File: src/hw/smartnic_pkg.sv
`default_nettype none

package smartnic_pkg;

    localparam int num_cmac = 2;

    typedef logic [63:0] data_t;
    typedef logic [7:0]  keep_t;
    typedef logic [1:0]  port_t;

    // tdest code: return the packet to the port named in tid
    localparam port_t port_loopback = 2'd2;

    typedef struct packed {
        logic [15:0] pid;
        logic        rss_enable;
        logic [11:0] rss_entropy;
        logic        hdr_tlast;
    } tuser_meta_t;

    typedef struct packed {
        data_t       tdata;
        keep_t       tkeep;
        logic        tlast;
        port_t       tid;
        port_t       tdest;
        tuser_meta_t tuser;
    } axis_beat_t;

    typedef logic [7:0]  apb_addr_t;
    typedef logic [31:0] apb_data_t;

    localparam apb_addr_t reg_egr_sel   = 8'h00;  // bit i: port i to host
    localparam apb_addr_t reg_cnt_cmac0 = 8'h04;
    localparam apb_addr_t reg_cnt_cmac1 = 8'h08;
    localparam apb_addr_t reg_cnt_host0 = 8'h0C;
    localparam apb_addr_t reg_cnt_host1 = 8'h10;

    typedef enum logic {
        idle,
        in_packet
    } arb_state_t;

endpackage

`default_nettype wire

File: src/hw/axis_egress_arb.sv
`default_nettype none

module axis_egress_arb (
    input  logic                     core_clk,
    input  logic                     core_rstn,
    input  smartnic_pkg::axis_beat_t in_beat [3],
    input  logic [2:0]               in_valid,
    output logic [2:0]               in_ready,
    output smartnic_pkg::axis_beat_t out_beat,
    output logic                     out_valid,
    input  logic                     out_ready
);
    import smartnic_pkg::*;

    arb_state_t state;
    logic [1:0] ptr;       // round-robin start
    logic [1:0] grant_q;   // owner of the packet in flight
    logic [1:0] pick;
    logic [1:0] cur;
    logic       req;
    logic       can_load;
    logic       fire;

    function automatic logic [1:0] next_idx(input logic [1:0] idx);
        return (idx == 2'd2) ? 2'd0 : idx + 2'd1;
    endfunction

    // first valid input at or after ptr
    always_comb begin : rr_search
        logic [1:0] idx;
        pick = ptr;
        req  = 1'b0;
        idx  = ptr;
        for (int k = 0; k < 3; k++) begin
            if (!req && in_valid[idx]) begin
                pick = idx;
                req  = 1'b1;
            end
            idx = next_idx(idx);
        end
    end

    assign cur      = (state == in_packet) ? grant_q : pick;
    assign can_load = !out_valid || out_ready;  // empty or draining now
    assign fire     = in_valid[cur] && can_load;

    always_comb begin
        in_ready      = '0;
        in_ready[cur] = can_load && ((state == in_packet) || req);
    end

    always_ff @(posedge core_clk) begin
        if (!core_rstn) begin
            state   <= idle;
            ptr     <= 2'd0;
            grant_q <= 2'd0;
        end else if (fire) begin
            if (in_beat[cur].tlast) begin
                state <= idle;
                ptr   <= next_idx(cur);  // skip past the winner
            end else begin
                state   <= in_packet;
                grant_q <= cur;
            end
        end
    end

    always_ff @(posedge core_clk) begin
        if (!core_rstn) begin
            out_valid <= 1'b0;
        end else if (can_load) begin
            out_valid <= fire;
        end
    end

    always_ff @(posedge core_clk) begin
        if (fire) begin
            out_beat <= in_beat[cur];
        end
    end

endmodule

`default_nettype wire

File: src/hw/axis_egress_split.sv
`default_nettype none

module axis_egress_split (
    input  logic                     core_clk,
    input  logic                     core_rstn,
    input  smartnic_pkg::axis_beat_t in_beat,
    input  logic                     in_valid,
    output logic                     in_ready,
    input  logic                     egr_sel,
    output smartnic_pkg::axis_beat_t cmac_beat,
    output logic                     cmac_valid,
    input  logic                     cmac_ready,
    output smartnic_pkg::axis_beat_t host_beat,
    output logic                     host_valid,
    input  logic                     host_ready,
    output logic                     cmac_pkt,
    output logic                     host_pkt
);

    logic held;   // selection locked for current packet
    logic sel_q;
    logic sel;    // 1 = host
    logic fire;

    assign sel        = held ? sel_q : egr_sel;
    assign in_ready   = sel ? host_ready : cmac_ready;
    assign cmac_valid = in_valid && !sel;
    assign host_valid = in_valid && sel;
    assign fire       = in_valid && in_ready;

    assign cmac_pkt = fire && !sel && in_beat.tlast;
    assign host_pkt = fire && sel && in_beat.tlast;

    always_comb begin
        cmac_beat       = in_beat;
        cmac_beat.tuser = '0;  // cmac sees no metadata
    end

    always_comb begin
        host_beat                 = in_beat;
        host_beat.tuser.pid       = '0;
        host_beat.tuser.hdr_tlast = 1'b0;  // rss fields pass through
    end

    // lock the register value once the first beat is presented
    always_ff @(posedge core_clk) begin
        if (!core_rstn) begin
            held  <= 1'b0;
            sel_q <= 1'b0;
        end else begin
            if (fire && in_beat.tlast) begin
                held <= 1'b0;
            end else if (in_valid) begin
                held <= 1'b1;
            end
            if (in_valid && !held) begin
                sel_q <= egr_sel;
            end
        end
    end

endmodule

`default_nettype wire

File: src/hw/axis_port_steer.sv
`default_nettype none

module axis_port_steer (
    input  logic                     core_clk,
    input  logic                     core_rstn,
    input  smartnic_pkg::axis_beat_t in_beat,
    input  logic                     in_valid,
    output logic                     in_ready,
    output smartnic_pkg::axis_beat_t out_beat,
    output logic [1:0]               out_valid,
    input  logic [1:0]               out_ready
);
    import smartnic_pkg::*;

    port_t dest;
    logic  sop;      // next beat opens a packet
    logic  route_q;  // port held for the rest of the packet
    logic  route;
    logic  fire;

    assign dest  = (in_beat.tdest == port_loopback) ? in_beat.tid : in_beat.tdest;
    assign route = sop ? dest[0] : route_q;
    assign fire  = in_valid && in_ready;

    always_comb begin
        out_beat       = in_beat;
        out_beat.tdest = dest;  // loopback resolved
    end

    assign out_valid[0] = in_valid && !route;
    assign out_valid[1] = in_valid && route;
    assign in_ready     = out_ready[route];

    // a tdest change inside a packet does not move it
    always_ff @(posedge core_clk) begin
        if (!core_rstn) begin
            sop     <= 1'b1;
            route_q <= 1'b0;
        end else if (fire) begin
            sop     <= in_beat.tlast;
            route_q <= route;
        end
    end

endmodule

`default_nettype wire

File: src/hw/smartnic_egress.sv
`default_nettype none

module smartnic_egress (
    input  logic                              core_clk,
    input  logic                              core_rstn,

    input  logic                              psel,
    input  logic                              penable,
    input  logic                              pwrite,
    input  smartnic_pkg::apb_addr_t           paddr,
    input  smartnic_pkg::apb_data_t           pwdata,
    output smartnic_pkg::apb_data_t           prdata,
    output logic                              pready,
    output logic                              pslverr,

    input  smartnic_pkg::axis_beat_t          bypass_in [smartnic_pkg::num_cmac],
    input  logic [smartnic_pkg::num_cmac-1:0] bypass_valid,
    output logic [smartnic_pkg::num_cmac-1:0] bypass_ready,
    input  smartnic_pkg::axis_beat_t          app_in [smartnic_pkg::num_cmac],
    input  logic [smartnic_pkg::num_cmac-1:0] app_valid,
    output logic [smartnic_pkg::num_cmac-1:0] app_ready,
    output smartnic_pkg::axis_beat_t          cmac_out [smartnic_pkg::num_cmac],
    output logic [smartnic_pkg::num_cmac-1:0] cmac_valid,
    input  logic [smartnic_pkg::num_cmac-1:0] cmac_ready,
    output smartnic_pkg::axis_beat_t          host_out [smartnic_pkg::num_cmac],
    output logic [smartnic_pkg::num_cmac-1:0] host_valid,
    input  logic [smartnic_pkg::num_cmac-1:0] host_ready
);
    import smartnic_pkg::*;

    logic [num_cmac-1:0] egr_sel;
    logic [num_cmac-1:0] cmac_pkt;
    logic [num_cmac-1:0] host_pkt;

    axis_beat_t          steer_beat   [num_cmac];
    logic [1:0]          steer_valid  [num_cmac];  // [i][p]: app i to port p
    logic [1:0]          steer_ready  [num_cmac];
    axis_beat_t          arb_in_beat  [num_cmac][3];
    logic [2:0]          arb_in_valid [num_cmac];
    logic [2:0]          arb_in_ready [num_cmac];
    axis_beat_t          mux_beat     [num_cmac];
    logic [num_cmac-1:0] mux_valid;
    logic [num_cmac-1:0] mux_ready;

    smartnic_regs smartnic_regs_inst (
        .core_clk  (core_clk),
        .core_rstn (core_rstn),
        .psel      (psel),
        .penable   (penable),
        .pwrite    (pwrite),
        .paddr     (paddr),
        .pwdata    (pwdata),
        .prdata    (prdata),
        .pready    (pready),
        .pslverr   (pslverr),
        .cmac_pkt  (cmac_pkt),
        .host_pkt  (host_pkt),
        .egr_sel   (egr_sel)
    );

    for (genvar i = 0; i < num_cmac; i++) begin : g_port
        axis_port_steer steer_inst (
            .core_clk  (core_clk),
            .core_rstn (core_rstn),
            .in_beat   (app_in[i]),
            .in_valid  (app_valid[i]),
            .in_ready  (app_ready[i]),
            .out_beat  (steer_beat[i]),
            .out_valid (steer_valid[i]),
            .out_ready (steer_ready[i])
        );

        // merge inputs: bypass, then app streams steered from port 0 and 1
        assign arb_in_beat[i][0] = bypass_in[i];
        assign arb_in_beat[i][1] = steer_beat[0];
        assign arb_in_beat[i][2] = steer_beat[1];
        assign arb_in_valid[i]   = {steer_valid[1][i], steer_valid[0][i], bypass_valid[i]};
        assign bypass_ready[i]   = arb_in_ready[i][0];
        assign steer_ready[i]    = {arb_in_ready[1][i+1], arb_in_ready[0][i+1]};

        axis_egress_arb arb_inst (
            .core_clk  (core_clk),
            .core_rstn (core_rstn),
            .in_beat   (arb_in_beat[i]),
            .in_valid  (arb_in_valid[i]),
            .in_ready  (arb_in_ready[i]),
            .out_beat  (mux_beat[i]),
            .out_valid (mux_valid[i]),
            .out_ready (mux_ready[i])
        );

        axis_egress_split split_inst (
            .core_clk   (core_clk),
            .core_rstn  (core_rstn),
            .in_beat    (mux_beat[i]),
            .in_valid   (mux_valid[i]),
            .in_ready   (mux_ready[i]),
            .egr_sel    (egr_sel[i]),
            .cmac_beat  (cmac_out[i]),
            .cmac_valid (cmac_valid[i]),
            .cmac_ready (cmac_ready[i]),
            .host_beat  (host_out[i]),
            .host_valid (host_valid[i]),
            .host_ready (host_ready[i]),
            .cmac_pkt   (cmac_pkt[i]),
            .host_pkt   (host_pkt[i])
        );
    end

endmodule

`default_nettype wire

File: src/hw/smartnic_regs.sv
`default_nettype none

module smartnic_regs (
    input  logic                              core_clk,
    input  logic                              core_rstn,
    input  logic                              psel,
    input  logic                              penable,
    input  logic                              pwrite,
    input  smartnic_pkg::apb_addr_t           paddr,
    input  smartnic_pkg::apb_data_t           pwdata,
    output smartnic_pkg::apb_data_t           prdata,
    output logic                              pready,
    output logic                              pslverr,
    input  logic [smartnic_pkg::num_cmac-1:0] cmac_pkt,
    input  logic [smartnic_pkg::num_cmac-1:0] host_pkt,
    output logic [smartnic_pkg::num_cmac-1:0] egr_sel
);
    import smartnic_pkg::*;

    apb_data_t cnt_cmac [num_cmac];
    apb_data_t cnt_host [num_cmac];
    apb_data_t rd_data;
    logic      rd_err;
    logic      access;
    logic      wr_en;

    assign access = psel && penable && !pready;  // first access cycle
    assign wr_en  = psel && penable && pready && pwrite && (paddr == reg_egr_sel);

    always_comb begin
        rd_data = '0;
        rd_err  = 1'b0;
        case (paddr)
            reg_egr_sel:   rd_data = apb_data_t'(egr_sel);
            reg_cnt_cmac0: rd_data = cnt_cmac[0];
            reg_cnt_cmac1: rd_data = cnt_cmac[1];
            reg_cnt_host0: rd_data = cnt_host[0];
            reg_cnt_host1: rd_data = cnt_host[1];
            default:       rd_err  = 1'b1;
        endcase
    end

    // one wait state, response comes up in the second access cycle
    always_ff @(posedge core_clk) begin
        if (!core_rstn) begin
            pready  <= 1'b0;
            pslverr <= 1'b0;
        end else begin
            pready  <= access;
            pslverr <= access && (pwrite ? (paddr != reg_egr_sel) : rd_err);
        end
    end

    always_ff @(posedge core_clk) begin
        if (access) begin
            prdata <= pwrite ? '0 : rd_data;
        end
    end

    always_ff @(posedge core_clk) begin
        if (!core_rstn) begin
            egr_sel <= '0;  // all ports to cmac
        end else if (wr_en) begin
            egr_sel <= pwdata[num_cmac-1:0];
        end
    end

    always_ff @(posedge core_clk) begin
        if (!core_rstn) begin
            for (int i = 0; i < num_cmac; i++) begin
                cnt_cmac[i] <= '0;
                cnt_host[i] <= '0;
            end
        end else begin
            for (int i = 0; i < num_cmac; i++) begin
                if (cmac_pkt[i]) begin
                    cnt_cmac[i] <= cnt_cmac[i] + 1'b1;  // wraps
                end
                if (host_pkt[i]) begin
                    cnt_host[i] <= cnt_host[i] + 1'b1;
                end
            end
        end
    end

endmodule

`default_nettype wire

File: config.mk
export PLATFORM = sky130hd
export DESIGN_NAME = smartnic_egress
export DESIGN_NICKNAME = d
export VERILOG_FILES = /design/src/hw/smartnic_pkg.sv /design/src/hw/axis_egress_arb.sv /design/src/hw/axis_egress_split.sv /design/src/hw/axis_port_steer.sv /design/src/hw/smartnic_egress.sv /design/src/hw/smartnic_regs.sv
export SDC_FILE = /design/constraint.sdc
export NUM_CORES = 1
export LEC_CHECK = 0
export BUFFER_PORTS_ARGS = -buffer_cell sky130_fd_sc_hd__clkbuf_2
export CORE_AREA = 2 2 376 378
export CTS_CLUSTER_SIZE = 10
export DETAILED_ROUTE_END_ITERATION = 16
export DIE_AREA = 0 0 378 380
export PLACE_DENSITY_LB_ADDON = 0.25
export SYNTH_ARGS = -nofsm -noshare
export SYNTH_HDL_FRONTEND = slang
export SYNTH_SLANG_ARGS = --single-unit
File: constraint.sdc
create_clock -name core_clk -period 6.2 [get_ports core_clk]
set_input_delay 1.24 -clock core_clk [delete_from_list [all_inputs] [get_ports core_clk]]
set_output_delay 1.24 -clock core_clk [all_outputs]
set_load 0.05 [all_outputs]
Word level (Yosys, flattened, before mapping)
Memories as Yosys holds them, arrays and structs flattened.
Index checks and enable logic that the tools add are counted.
{ "word_totals": {"ff_bits": 236, "mem_bits_rw": 128, "in_bits": 481, "out_inout_bits": 470, "word_cells": 227, "n_memories": 2} }
{ "memory_table": {"columns": ["name", "words", "width", "rd", "rd_clocked_by_memory_dff", "write_ports", "line_no", "source"], "rows": [
  ["smartnic_regs_inst.cnt_cmac", 2, 32, 2, 0, 2, "smartnic_regs.sv:20", "apb_data_t cnt_cmac [num_cmac];"],
  ["smartnic_regs_inst.cnt_host", 2, 32, 2, 0, 2, "smartnic_regs.sv:21", "apb_data_t cnt_host [num_cmac];"]
]} }
{ "classes": {"add_sub_neg": 10, "magnitude_cmp": 14, "n_eq_ne": 12, "n_mux": 78, "n_bitwise": 11, "reduce_logical": 66} }
{ "op_table": {"columns": ["cell", "count"], "rows": [
  ["binary-select mux 107 bit (select 2 bit)", 2],
  ["2-to-1 mux 107 bit", 4],
  ["case mux 32 bit (5 select lines)", 1],
  ["adder 32 x 1 -> 32 bit, second input constant", 4],
  ["2-to-1 mux 32 bit", 4],
  ["2-to-1 mux 1 bit", 43],
  ["logical AND 1 bit", 40],
  ["2-to-1 mux 2 bit", 14],
  ["< comparator 2 x 3 -> 1 bit, second input constant", 8],
  ["binary-select mux 1 bit (select 2 bit)", 8],
  ["== test 2 bit, second input constant", 8],
  ["== test 8 x 4 -> 1 bit, second input constant", 2],
  ["logical NOT 1 bit", 13],
  ["adder 2 x 1 -> 2 bit, second input constant", 6],
  ["== test 8 x 3 -> 1 bit, second input constant", 1],
  ["== test 8 x 5 -> 1 bit, second input constant", 1],
  ["logical NOT 8 bit", 1],
  ["AND reduction 2 bit", 4],
  ["nonzero test 8 bit", 1],
  ["bitwise AND 3 bit", 2],
  ["greater-or-equal comparator 3 bit, second input constant", 2],
  ["inverter 2 -> 3 bit", 2],
  ["OR reduction 5 bit", 1],
  ["demux 1 bit (select 2 bit)", 2],
  ["other kinds (6)", 17]
]} }

Longest topological paths before layout
Gate-level depths: netlist of the first run.
{ "logic_depth": {"ltp_word": 23, "mapped_depth": 11, "ltp_nobuf": 9} }

By module
Synthesis of the first run repeated with hierarchy kept, for this count alone.
{ "unflattened": {"cells_unflattened": 2699, "area_unflattened_um2": 26734.4} }
{ "modules_own_cells": {"columns": ["module", "instances", "cells_per_inst", "area_per_inst_um2", "seq_area_each_um2"], "rows": [
  ["axis_egress_arb", 2, 534, 5929.4, 3333.2],
  ["smartnic_regs", 1, 923, 9465.3, 4884.7],
  ["axis_egress_split", 2, 229, 1751.7, 40.0],
  ["axis_port_steer", 2, 125, 953.4, 40.0]
]} }

Worst setup path before layout of the first run
No wires, ideal clock.
{ "synth_timing": {"kind": "input-to-reg", "from": "input port app_in[138] in the netlist's numbering", "to": "register g_port[1].arb_inst.grant_q[0]", "setup_ps": 129, "arrival_ps": 5336, "required_time_ps": 6071, "slack_ps": 735, "cell_stages": 8, "n_path_buf": 1, "path_cell_list": "a21oi_2 -> a211oi_4 -> o22ai_1 -> a221o_1 -> buf_4 -> o21ai_2 -> o211ai_2 -> mux2i_1"} }
{ "synth_between": {"word_cells_on_any_way": 28, "classes_between": "1 x eq/ne; 18 x mux; 2 x bitwise; 7 x reduce/logical"} }
{ "synth_lines": {"columns": ["item", "line_no", "source"], "rows": [
  ["start: declaration", "smartnic_egress.sv:19", "input smartnic_pkg::axis_beat_t app_in [smartnic_pkg::num_cmac],"],
  ["== test 2 bit (*)", "axis_port_steer.sv:21", "assign dest = (in_beat.tdest == port_loopback) ? in_beat.tid : in_beat.tdest;"],
  ["2-to-1 mux 2 bit (*)", "axis_port_steer.sv:21", null],
  ["2-to-1 mux 1 bit (*)", "axis_port_steer.sv:22", "assign route = sop ? dest[0] : route_q;"],
  ["logical AND 1 bit (*)", "axis_port_steer.sv:31", "assign out_valid[1] = in_valid && route;"],
  ["binary-select mux 1 bit (select 2 bit)", "axis_egress_arb.sv:35", "if (!req && in_valid[idx]) begin"],
  ["2-to-1 mux 1 bit (implied by the code)", "axis_egress_arb.sv:35", null],
  ["2-to-1 mux 1 bit", "axis_egress_arb.sv:35", null],
  ["logical NOT 1 bit", "axis_egress_arb.sv:35", null],
  ["(+3 left out)", null, null],
  ["logical AND 1 bit", "axis_egress_arb.sv:35", null],
  ["2-to-1 mux 2 bit", "axis_egress_arb.sv:35", null],
  ["2-to-1 mux 2 bit", "axis_egress_arb.sv:43", "assign cur = (state == in_packet) ? grant_q : pick;"],
  ["binary-select mux 1 bit (select 2 bit) (*)", "axis_egress_arb.sv:45", "assign fire = in_valid[cur] && can_load;"],
  ["2-to-1 mux 1 bit (implied by the code) (*)", "axis_egress_arb.sv:45", null],
  ["logical AND 1 bit (*)", "axis_egress_arb.sv:45", null],
  ["named net g_port[1].arb_inst.fire", "axis_egress_arb.sv:22", "logic fire;"],
  ["AND reduction 2 bit (no source line) (*)", null, null],
  ["end signal: assignment", "axis_egress_arb.sv:63", "grant_q <= cur;"],
  ["end: declaration", "axis_egress_arb.sv:17", "logic [1:0] grant_q;"]
]} }
Mark *: on every way through the listed nets, which the timed path passes. The rest lies on a longest branch. The select of a mux whose other input is x is not followed.
A chain may end at the register's enable or synchronous reset.

Worst setup path after layout of the first run
{ "layout_timing": {"from": "input port app_in[138] in the netlist's numbering", "to": "output port app_ready[1] in the netlist's numbering"} }
{ "layout_between": {"elab_chain_cells": 22, "word_cells_on_any_way": 56, "classes_between": "4 x order compare; 1 x eq/ne; 32 x mux; 2 x bitwise; 17 x reduce/logical"} }
{ "layout_lines": {"columns": ["item", "line_no", "source"], "rows": [
  ["== test 2 bit (*)", "axis_port_steer.sv:21", null],
  ["2-to-1 mux 2 bit (*)", "axis_port_steer.sv:21", null],
  ["2-to-1 mux 1 bit (*)", "axis_port_steer.sv:22", null],
  ["logical NOT 1 bit", "axis_port_steer.sv:30", "assign out_valid[0] = in_valid && !route;"],
  ["logical AND 1 bit", "axis_port_steer.sv:30", null],
  ["binary-select mux 1 bit (select 2 bit)", "axis_egress_arb.sv:35", null],
  ["2-to-1 mux 1 bit (implied by the code)", "axis_egress_arb.sv:35", null],
  ["2-to-1 mux 1 bit", "axis_egress_arb.sv:35", null],
  ["(+5 left out)", null, null],
  ["2-to-1 mux 2 bit", "axis_egress_arb.sv:35", null],
  ["2-to-1 mux 2 bit", "axis_egress_arb.sv:43", null],
  ["< comparator 2 x 3 -> 1 bit (implied by the code) / greater-or-equal comparator 2 x 1 -> 1 bit (equally long branches)", "axis_egress_arb.sv:49", "in_ready[cur] = can_load && ((state == in_packet) || req);"],
  ["logical AND 1 bit", "axis_egress_arb.sv:49", null],
  ["2-to-1 mux 1 bit (implied by the code)", "axis_egress_arb.sv:49", null],
  ["demux 1 bit (select 2 bit)", null, null],
  ["bitwise AND 3 bit (no source line)", null, null],
  ["2-to-1 mux 1 bit (implied by the code) (*) (2 in series)", "axis_port_steer.sv:32", "assign in_ready = out_ready[route];"],
  ["end: declaration", "smartnic_egress.sv:21", "output logic [smartnic_pkg::num_cmac-1:0] app_ready,"]
]} }
Mark *: on every way between the ends. The rest lies on a longest branch, timed or not. The select of a mux whose other input is x is not followed.

==> results.sh, run 1 <==
export IMPL_dr_first_iter_drc_count=1036
export IMPL_leakage_nw=10.9
export IMPL_drv_cap=0
export IMPL_intPower_mw=6.93
export IMPL_drtAntennaViolNets=0
export IMPL_crit_fanout=22
export IMPL_vias_per_cell=3.77
export IMPL_yosysTopAreaCell="edfxtp_1"
export IMPL_setup_ws_ns=1.09
export IMPL_yosys_warnings=0
export IMPL_p_seq_frac=0.291
export IMPL_n_fill_cell=15600
export IMPL_die_h_um=380
export IMPL_clk_pin_slew_ns=0.06
export IMPL_numCtsBuffers=50
export IMPL_tns_ns=0
export IMPL_yosys_top_cells_area="edfxtp_1 (49%), mux2i_1 (11%), buf_4 (9.4%)"
export IMPL_syn2layout_area_growth_pct=29.2
export IMPL_design_area_um2=27200
export IMPL_syn_avg_cell_area_um2=10.4
export IMPL_tightest_slew_ns=0.946
export IMPL_cts_tree="built"
export IMPL_yosysMostFrequentCell="edfxtp_1"
export IMPL_drive_gt1_frac=0.338
export IMPL_wirelength_um=111000
export IMPL_ir_drop_uv=479
export IMPL_comb_power_share=0.529
export IMPL_io_buffers=758
export IMPL_yosysTopAreaCellShare=0.486
export IMPL_synth_edf_count=340
export IMPL_async_reset_ff_frac=0
export IMPL_fmax_mhz=196
export IMPL_wl_per_cell_um=24.6
export IMPL_clkSinkCount=364
export IMPL_dpl_worst_slack_ns=1.04
export IMPL_vias=17000
export IMPL_finalCriticalPeriod_ns=5.11
export IMPL_io_pin_count=951
export IMPL_worstSetupPathType="input port to primary output"
export IMPL_cts_root_buf="clkbuf_16"
export IMPL_seq_area_frac_synth=0.508
export IMPL_drcViolationCount=0
export IMPL_fin_nets=3083
export IMPL_grt_pass1_vias=16700
export IMPL_ctsLongestPathBuffers=3
export IMPL_die_area_um2=144000
export IMPL_startpoint_type="input port"
export IMPL_die_width_um=378
export IMPL_holdBufCountCts=0
export IMPL_rsz0062_at_grt="false"
export IMPL_dpl_hpwl_um=91800
export IMPL_net_switching_power_mw=8.78
export IMPL_post_cts_buffers=0
export IMPL_hold_class="register to register"
export IMPL_first_pass_iters=5
export IMPL_hold_violations=0
export IMPL_setup_violations=0
export IMPL_synthTopCellsByCount="edfxtp_1 (340), buf_4 (264), nand2_1 (261), mux2i_1 (224), nor2_1 (211)"
export IMPL_grt_start_max_net_pins=90
export IMPL_core_area_um2=139000
export IMPL_gp_congestion=0.920
export IMPL_synthFlopType="edfxtp_1"
export IMPL_synth_distinct_cells=66
export IMPL_finalPower_mw=15.7
export IMPL_ys_ff_latch=364
export IMPL_grt_use_total=0.150
export IMPL_max_slew_margin=0.369
export IMPL_swShare=0.559
export IMPL_rows=137
export IMPL_final_period_utilization=0.824
export IMPL_antenna_found_initial=25
export IMPL_ctsHtreeMaxLevel=2
export IMPL_cellPowerDensity_nw_per_um2=578
export IMPL_clock_power_share=0.180
export IMPL_worst_r2r_path_depth=7
export IMPL_finalNonFillerCells=4513
export IMPL_clk_latency_ns=0.63
export IMPL_drv_slew=0
export IMPL_worstPathRequired_ns=4.96
export IMPL_skew_ns=0.0545
export IMPL_holdPathStages=2
export IMPL_status="completed"
export IMPL_grt_pass1_wl_um=147000
export IMPL_dp_cells=4422
export IMPL_crit_path_end_kind="primary output"
export IMPL_netlist_area_um2=21000
export IMPL_cts_resized=0
export IMPL_dpl_instance_area_um2=25600
export IMPL_crit_arrival_ns=3.87
export IMPL_initial_core_util=0.151
export IMPL_synthCells=2013
export IMPL_overflow=0
==> critical path, stage by stage <==
cell       delay, ns
clkbuf_2        0.14
a21oi_2         0.64
a211oi_4        0.22
a2111oi_2       0.29
a221o_4         0.48
nor4b_1         0.36
or2_2           0.19
clkbuf_2        0.27
==> cell families after synthesis <==
kind of cell / Yosys count / synth area share
other cells: 1 / 0.000178
flops: 364 / 0.508
buf+inv: 368 / 0.115
fa+ha+maj: 5 / 0.00286
xor+xnor: 109 / 0.0454
simple gates: 647 / 0.136
mux: 225 / 0.107
compound gates: 294 / 0.0855
==> placed cells by master, fill, tap and decap left out, types with 3 or more instances in the layout <==
master / instances
buf_12: 8
clkinv_1: 11
o22ai_1: 7
clkbuf_16: 50
conb_1: 94
a221oi_1: 31
nand2b_1: 9
and2_1: 5
diode_2: 7
bufinv_16: 3
inv_1: 16
nand4_1: 25
and3_1: 27
xnor2_1: 37
xor2_1: 72
and4_1: 9
clkinv_2: 4
nand2_1: 259
clkbuf_1: 8
clkbuf_2: 758
a21oi_1: 22
nor3_1: 12
o21ai_0: 194
or3_1: 13
buf_4: 25
nor4_1: 4
edfxtp_1: 340
ha_1: 4
nand3_1: 46
a21o_1: 4
dfxtp_1: 24
mux2i_1: 224
nor2b_1: 9
nor2_1: 210
==> area by class of cell <==
cell class	count	area, um2	share of cell area
Antenna cell	7	17.5	0.000645
Clock buffer	60	1310	0.0482
Clock inverter	24	241	0.00889
Inverter	17	68.8	0.00253
Multi-Input combinational cell	1374	8360	0.308
Sequential cell	364	10700	0.393
Tap cell	1876	2350	0.0864
Timing Repair Buffer	791	4140	0.152
==> power by group through the flow <==
stage | logic (mW) | registers [mW] | clock network (mW)
finish | 8.32 | 4.57 | 2.82
global route | 8.72 | 4.62 | 3.01
CTS | 8.50 | 4.56 | 2.95
detailed placement | 8.49 | 4.61 | 0
global placement | 8.51 | 4.59 | 0
floorplan | 4.22 | 6.09 | 0
==> state kept, by name, indices dropped and copies added (netlist names) <==
register and cells:
smartnic_regs_inst.cnt_cmac 64, g_port.split_inst.sel_q 2, g_port.arb_inst.out_beat 180, g_port.steer_inst.route_q 2
smartnic_regs_inst.pslverr 1, g_port.arb_inst.state 2, g_port.steer_inst.sop 2, g_port.arb_inst.grant_q 4
g_port.split_inst.held 2, smartnic_regs_inst.egr_sel 2, g_port.arb_inst.ptr 4, smartnic_regs_inst.pready 1
smartnic_regs_inst.cnt_host 64, smartnic_regs_inst.prdata 32, g_port.arb_inst.out_valid 2
==> routing by layer <==
layer,part of all wire,vias to the layer above,track usage
met5,0.00041,-,0
li1,-,8008,-
met2,0.47,647,0.245
met1,0.44,8253,0.195
met4,0.015,6,0.0266
met3,0.076,93,0.0436
==> stage by stage <==
stage                     hold WS (ns)   util
after CTS                        0.466  0.195
after floorplan                  0.436      -
after detailed placement         0.455  0.184
after global routing             0.503  0.195
final                            0.466  0.195
after global placement           0.450  0.184
==> path summary, 6_finish.rpt <==
| kind | startpoint | end | slack (ns) |
|---|---|---|---|
| max | app_in[138] | app_ready[1] | 1.09 |
| min | g_port[1].steer_inst.route_q | g_port[1].steer_inst.route_q | 0.47 |
| max reg2reg | g_port[0].steer_inst.sop | g_port[1].arb_inst.out_beat[70] | 2.53 |
| min reg2reg | g_port[1].steer_inst.route_q | g_port[1].steer_inst.route_q | 0.47 |
No activity file was read; power rests on OpenSTA's default activity.
==> run 2, diff against run 1 <==
Clock period 6.2 ns to 4.25 ns, I/O delays scaled along.
==> results.sh, run 2 (synthesis results as in run 1) <==
export IMPL_status="completed"
export IMPL_fin_util=0.198
export IMPL_final_period_utilization=0.943
export IMPL_fmax_mhz=250
export IMPL_clkSinkCount=364
export IMPL_die_area_um2=144000
export IMPL_setup_violations=0
export IMPL_max_slew_margin=0.440
export IMPL_gp_congestion=0.899
export IMPL_syn2layout_area_growth_pct=31.3
export IMPL_vias_per_cell=3.73
export IMPL_ir_drop_uv=743
export IMPL_ctsHtreeMaxLevel=2
export IMPL_use_met2=0.243
export IMPL_drv_cap=0
export IMPL_crit_path_end_kind="primary output"
export IMPL_grt_use_total=0.149
export IMPL_io_pin_count=951
export IMPL_largest_register_ffs=180
export IMPL_worstPathRequired_ns=3.40
export IMPL_hold_class="register to register"
export IMPL_fin_nets=3132
export IMPL_initial_core_util=0.151
export IMPL_antenna_found_initial=23
export IMPL_largest_register="g_port.arb_inst.out_beat"
export IMPL_critical_path_top_delay_family="compound AO/OA/AOI/OAI gates"
export IMPL_tns_ns=0
export IMPL_numCtsBuffers=48
export IMPL_drive_gt1_frac=0.350
export IMPL_final_cell_mix="clkbuf_2 (756), edfxtp_1 (340), nand2_1 (259)"
export IMPL_crit_arrival_ns=3.16
export IMPL_rsz0062_at_grt="false"
export IMPL_cpMostUsedCell="clkbuf_2"
export IMPL_dr_first_iter_drc_count=1108
export IMPL_busiest_layer="met2"
export IMPL_reg_top3="g_port.arb_inst.out_beat: 180 flops, smartnic_regs_inst.cnt_cmac: 64 flops, smartnic_regs_inst.cnt_host: 64 flops"
export IMPL_design_area_um2=27600
export IMPL_dpl_hpwl_um=92800
export IMPL_clk_latency_ns=0.63
export IMPL_vias=17000
export IMPL_grt_pass1_vias=16900
export IMPL_leakage_nw=11.1
export IMPL_hold_violations=0
export IMPL_setup_ws_ns=0.243
export IMPL_die_h_um=380
export IMPL_die_width_um=378
export IMPL_holdBufCountCts=0
export IMPL_startpoint_type="input port"
export IMPL_dpl_instance_area_um2=26100
export IMPL_cts_tree="built"
export IMPL_critPathBufInv=3
export IMPL_dpl_worst_slack_ns=-0.102
export IMPL_drv_slew=0
export IMPL_skew_ns=0.0318
export IMPL_ctsLongestPathBuffers=3
export IMPL_clk_pin_slew_ns=0.06
export IMPL_rows=137
export IMPL_crit_fanout=9
export IMPL_grt_start_max_net_pins=95
export IMPL_cellPowerDensity_nw_per_um2=835
export IMPL_worstSetupPathType="input port to primary output"
export IMPL_final_common_cell="clkbuf_2"
export IMPL_crit_path_max_incr_delay_ns=0.47
export IMPL_finalCriticalPeriod_ns=4.01
export IMPL_cts_root_buf="clkbuf_16"
export IMPL_path_cells="clkbuf_2 > a21oi_4 > a211oi_4 > o22ai_1 > a221o_4 > nand2b_2 > o31ai_1 > buf_4 > clkbuf_2"
export IMPL_io_buffers=758
export IMPL_core_area_um2=139000
export IMPL_drtAntennaViolNets=0
export IMPL_drcViolationCount=0
export IMPL_wl_per_cell_um=24.2
export IMPL_grtUsageMet3=0.0428
export IMPL_use_met1=0.195
export IMPL_wirelength_um=110000
export IMPL_grt_pass1_wl_um=146000
export IMPL_n_fill_cell=15500
export IMPL_tightest_slew_ns=0.838
export IMPL_first_pass_iters=5
export IMPL_overflow=0
export IMPL_worst_path_max_delay_cell="a211oi_4"
==> run 2: cell types whose count changed in the layout (fill, tap and decap cells not counted), sizes merged <==
cell	previous run	this run
clkbuf	818	817
inv	19	17
clkinvlp	2	4
buf	33	86
bufinv	3	1
diode	7	13
clkinv	17	14
==> run 2: final timing paths <==
| kind | start | to | slack [ns] | cells past startpoint |
|---|---|---|---|---|
| setup / recovery | app_in[137] | app_ready[0] | 0.24 | 9 |
| hold / removal | g_port[1].steer_inst.route_q | g_port[1].steer_inst.route_q | 0.46 | 2 |
| setup reg to reg | g_port[0].steer_inst.sop | g_port[1].arb_inst.ptr[0] | 1.00 | 10 |
| hold reg to reg | g_port[1].steer_inst.route_q | g_port[1].steer_inst.route_q | 0.46 | 2 |
==> run 2: worst register-to-register path: cells and delay by family (launching register included) <==
kind / cells / cell delay, ns
muxes: 1 / 0.13
buffers and inverters: 2 / 0.53
AOI/OAI and AO/OA: 4 / 1.24
DFF: 1 / 0.43
and+or+nand+nor: 3 / 0.81
==> run 2: routing by layer <==
metal,share of wire,up-vias,wire [um]
met4,0.015,6,1610
met1,0.44,8177,48600
met5,0.00037,-,41
li1,-,8101,-
met2,0.47,665,51800
met3,0.074,87,8220
==> run 2: power breakdown <==
group | switching (mW) | total [mW] | internal [mW]
combinational | 9.95 | 12.6 | 2.61
clock | 1.69 | 3.85 | 2.16
sequential | 1.14 | 6.62 | 5.48
total | 12.8 | 23.0 | 10.3
==> run 2: final cells by class <==
cell class / count / area, um2 / area share
antenna: 13 / 32.5 / 0.00118
clock buffer: 61 / 1260 / 0.0456
tap: 1876 / 2350 / 0.0850
clock inverter: 19 / 199 / 0.00721
timing repair buffer: 842 / 4640 / 0.168
inverter: 17 / 67.6 / 0.00245
sequential: 364 / 10700 / 0.387
multi-input combinational: 1374 / 8370 / 0.303
==> run 2: repair_timing <==
item	CTS	global route
pin swaps	1	1
setup endpoints to repair	1	1
setup buffers	2	0
cloned	0	0
resized for setup	0	1
==> run 2: metrics by stage <==
stage | hold slack (ns) | std cells | power (mW)
detailed placement | 0.451 | 4471 | 19.5
CTS | 0.415 | 4553 | 23.5
finish | 0.460 | 4566 | 23.0
floorplan | 0.436 | 2106 | 15.0
global placement | 0.448 | 4471 | 19.6
global route | 0.478 | 4557 | 24.0
==> run 3, diff against run 2 <==
Settings changed: CORE_AREA 2 2 376 378 to 2 2 375 377, DIE_AREA 0 0 378 380 to 0 0 377 379.
==> results.sh, run 3 (synthesis results as in run 1) <==
export IMPL_finalPower_mw=23.7
export IMPL_cts_root_buf="clkbuf_16"
export IMPL_post_cts_buffers=0
export IMPL_drtAntennaViolNets=0
export IMPL_use_met1=0.197
export IMPL_hold_violations=0
export IMPL_grt_pass1_wl_um=148000
export IMPL_busiest_layer="met2"
export IMPL_worstPathRequired_ns=3.40
export IMPL_crit_arrival_ns=3.15
export IMPL_r2r_start="g_port[0].steer_inst.sop"
export IMPL_drive_gt1_frac=0.361
export IMPL_grtUsageMet3=0.0389
export IMPL_use_met2=0.252
export IMPL_n_fill_cell=15500
export IMPL_holdPathStages=3
export IMPL_reg_top3="g_port.arb_inst.out_beat: 180 flops, smartnic_regs_inst.cnt_cmac: 64 flops, smartnic_regs_inst.cnt_host: 64 flops"
export IMPL_rows=137
export IMPL_ctsLongestPathBuffers=3
export IMPL_startpoint_type="input port"
export IMPL_leakage_nw=11.4
export IMPL_cts_tree="built"
export IMPL_largest_register="g_port.arb_inst.out_beat"
export IMPL_cts_resized=0
export IMPL_die_h_um=379
export IMPL_core_area_um2=139000
export IMPL_final_cell_mix="clkbuf_2 (754), edfxtp_1 (340), nand2_1 (261)"
export IMPL_ir_drop_uv=613
export IMPL_overflow=0
export IMPL_crit_path_end_kind="primary output"
export IMPL_antenna_found_initial=16
export IMPL_ctsHtreeMaxLevel=2
export IMPL_final_period_utilization=0.941
export IMPL_crit_fanout=5
export IMPL_worst_r2r_path_depth=11
export IMPL_hold_end="smartnic_regs_inst.egr_sel[1]"
export IMPL_vias=17200
export IMPL_initial_core_util=0.151
export IMPL_reg2reg_slack_ns=1.08
export IMPL_finalCriticalPeriod_ns=4.00
export IMPL_numCtsBuffers=50
export IMPL_tns_ns=0
export IMPL_first_pass_iters=5
export IMPL_status="completed"
export IMPL_dpl_hpwl_um=95000
export IMPL_io_buffers=758
export IMPL_setup_violations=0
export IMPL_worstSetupPathType="input port to primary output"
export IMPL_max_slew_margin=0.394
export IMPL_largest_register_ffs=180
export IMPL_dr_first_iter_drc_count=1255
export IMPL_tightest_slew_ns=0.906
export IMPL_clk_latency_ns=0.64
export IMPL_fmax_mhz=250
export IMPL_drv_cap=0
export IMPL_grt_start_max_net_pins=85
export IMPL_fin_nets=3174
export IMPL_syn2layout_area_growth_pct=33.2
export IMPL_drcViolationCount=0
export IMPL_holdBufCountCts=0
export IMPL_io_pin_count=951
export IMPL_hp_start="pwdata[1]"
export IMPL_hold_class="input port to register"
export IMPL_final_common_cell="clkbuf_2"
export IMPL_clk_pin_slew_ns=0.05
export IMPL_rsz0062_at_grt="false"
export IMPL_cellPowerDensity_nw_per_um2=844
export IMPL_grt_pass1_vias=17100
export IMPL_r2r_end="g_port[1].arb_inst.out_beat[61]"
export IMPL_skew_ns=0.0478
export IMPL_wirelength_um=112000
export IMPL_gp_congestion=0.906
export IMPL_drv_slew=0
export IMPL_grt_use_total=0.151
export IMPL_die_area_um2=143000
export IMPL_die_width_um=377
export IMPL_wl_per_cell_um=24.6
export IMPL_clkSinkCount=364
export IMPL_vias_per_cell=3.79
## run 3: cell count changes in the layout (fill, tap and decap cells not counted), moves of 3 or more
cell      change
buf_12        +3
buf_4        +39
clkbuf_1      +5
clkbuf_8      +3
clkinv_4      +3
diode_2       -5
## run 3: worst max-delay path by stage
stage | start | end | slack (ns)
2_1_floorplan | app_in[138] | bypass_ready[1] | 0.06
3_5_place_dp | app_in[32] | bypass_ready[1] | 0.21
4_1_cts | app_in[32] | bypass_ready[1] | 0.19
5_1_grt | app_in[32] | app_ready[1] | 0.12
6_report | app_in[32] | app_ready[1] | 0.25
3_3_place_gp | app_in[31] | bypass_ready[1] | 0.20
## run 3: layout make-up
cell class              instances  area [um2]  share of cell area
clock inverters                21         268             0.00956
well taps                    1807        2260              0.0807
diodes                          8        20.0            0.000715
clock buffers                  71        1370              0.0489
flip-flops and latches        364       10700               0.382
repair buffers                882        4980               0.178
multi-input cells            1374        8350               0.298
inverters                      17        67.6             0.00241
## run 3: power by group
| group | total [mW] | leakage, nW | switching, mW | internal, mW |
|---|---|---|---|---|
| sequential | 6.67 | 3.60 | 1.19 | 5.48 |
| clock | 4.21 | 0.788 | 1.76 | 2.45 |
| combinational | 12.8 | 7.03 | 10.0 | 2.78 |
| total | 23.7 | 11.4 | 12.9 | 10.7 |
## run 3: stage by stage
step           instance area (um2)  std cells   util  hold slack [ns]  setup slack, ns
6_report                     28000       4544  0.202            0.450            0.252
3_5_place_dp                 26400       4444  0.190            0.452            0.209
4_1_cts                      28000       4536  0.202            0.390            0.195
2_1_floorplan                21400       2106      -            0.436           0.0567
5_1_grt                      28000       4541  0.202            0.417            0.120
3_3_place_gp                 26400       4444  0.190            0.448            0.202
## run 3: critical path, cell delays in order
cell	delay [ns]
clkbuf_2	0.12
a21o_1	0.57
o211ai_2	0.22
a2111oi_2	0.41
a221o_4	0.21
nor4b_1	0.35
or2_2	0.24
buf_12	0.14
## run 3: layer usage
metal,up-vias,wire length (um)
met5,-,36
met4,6,1780
met3,85,7610
met2,643,53100
met1,8311,49300
li1,8199,-
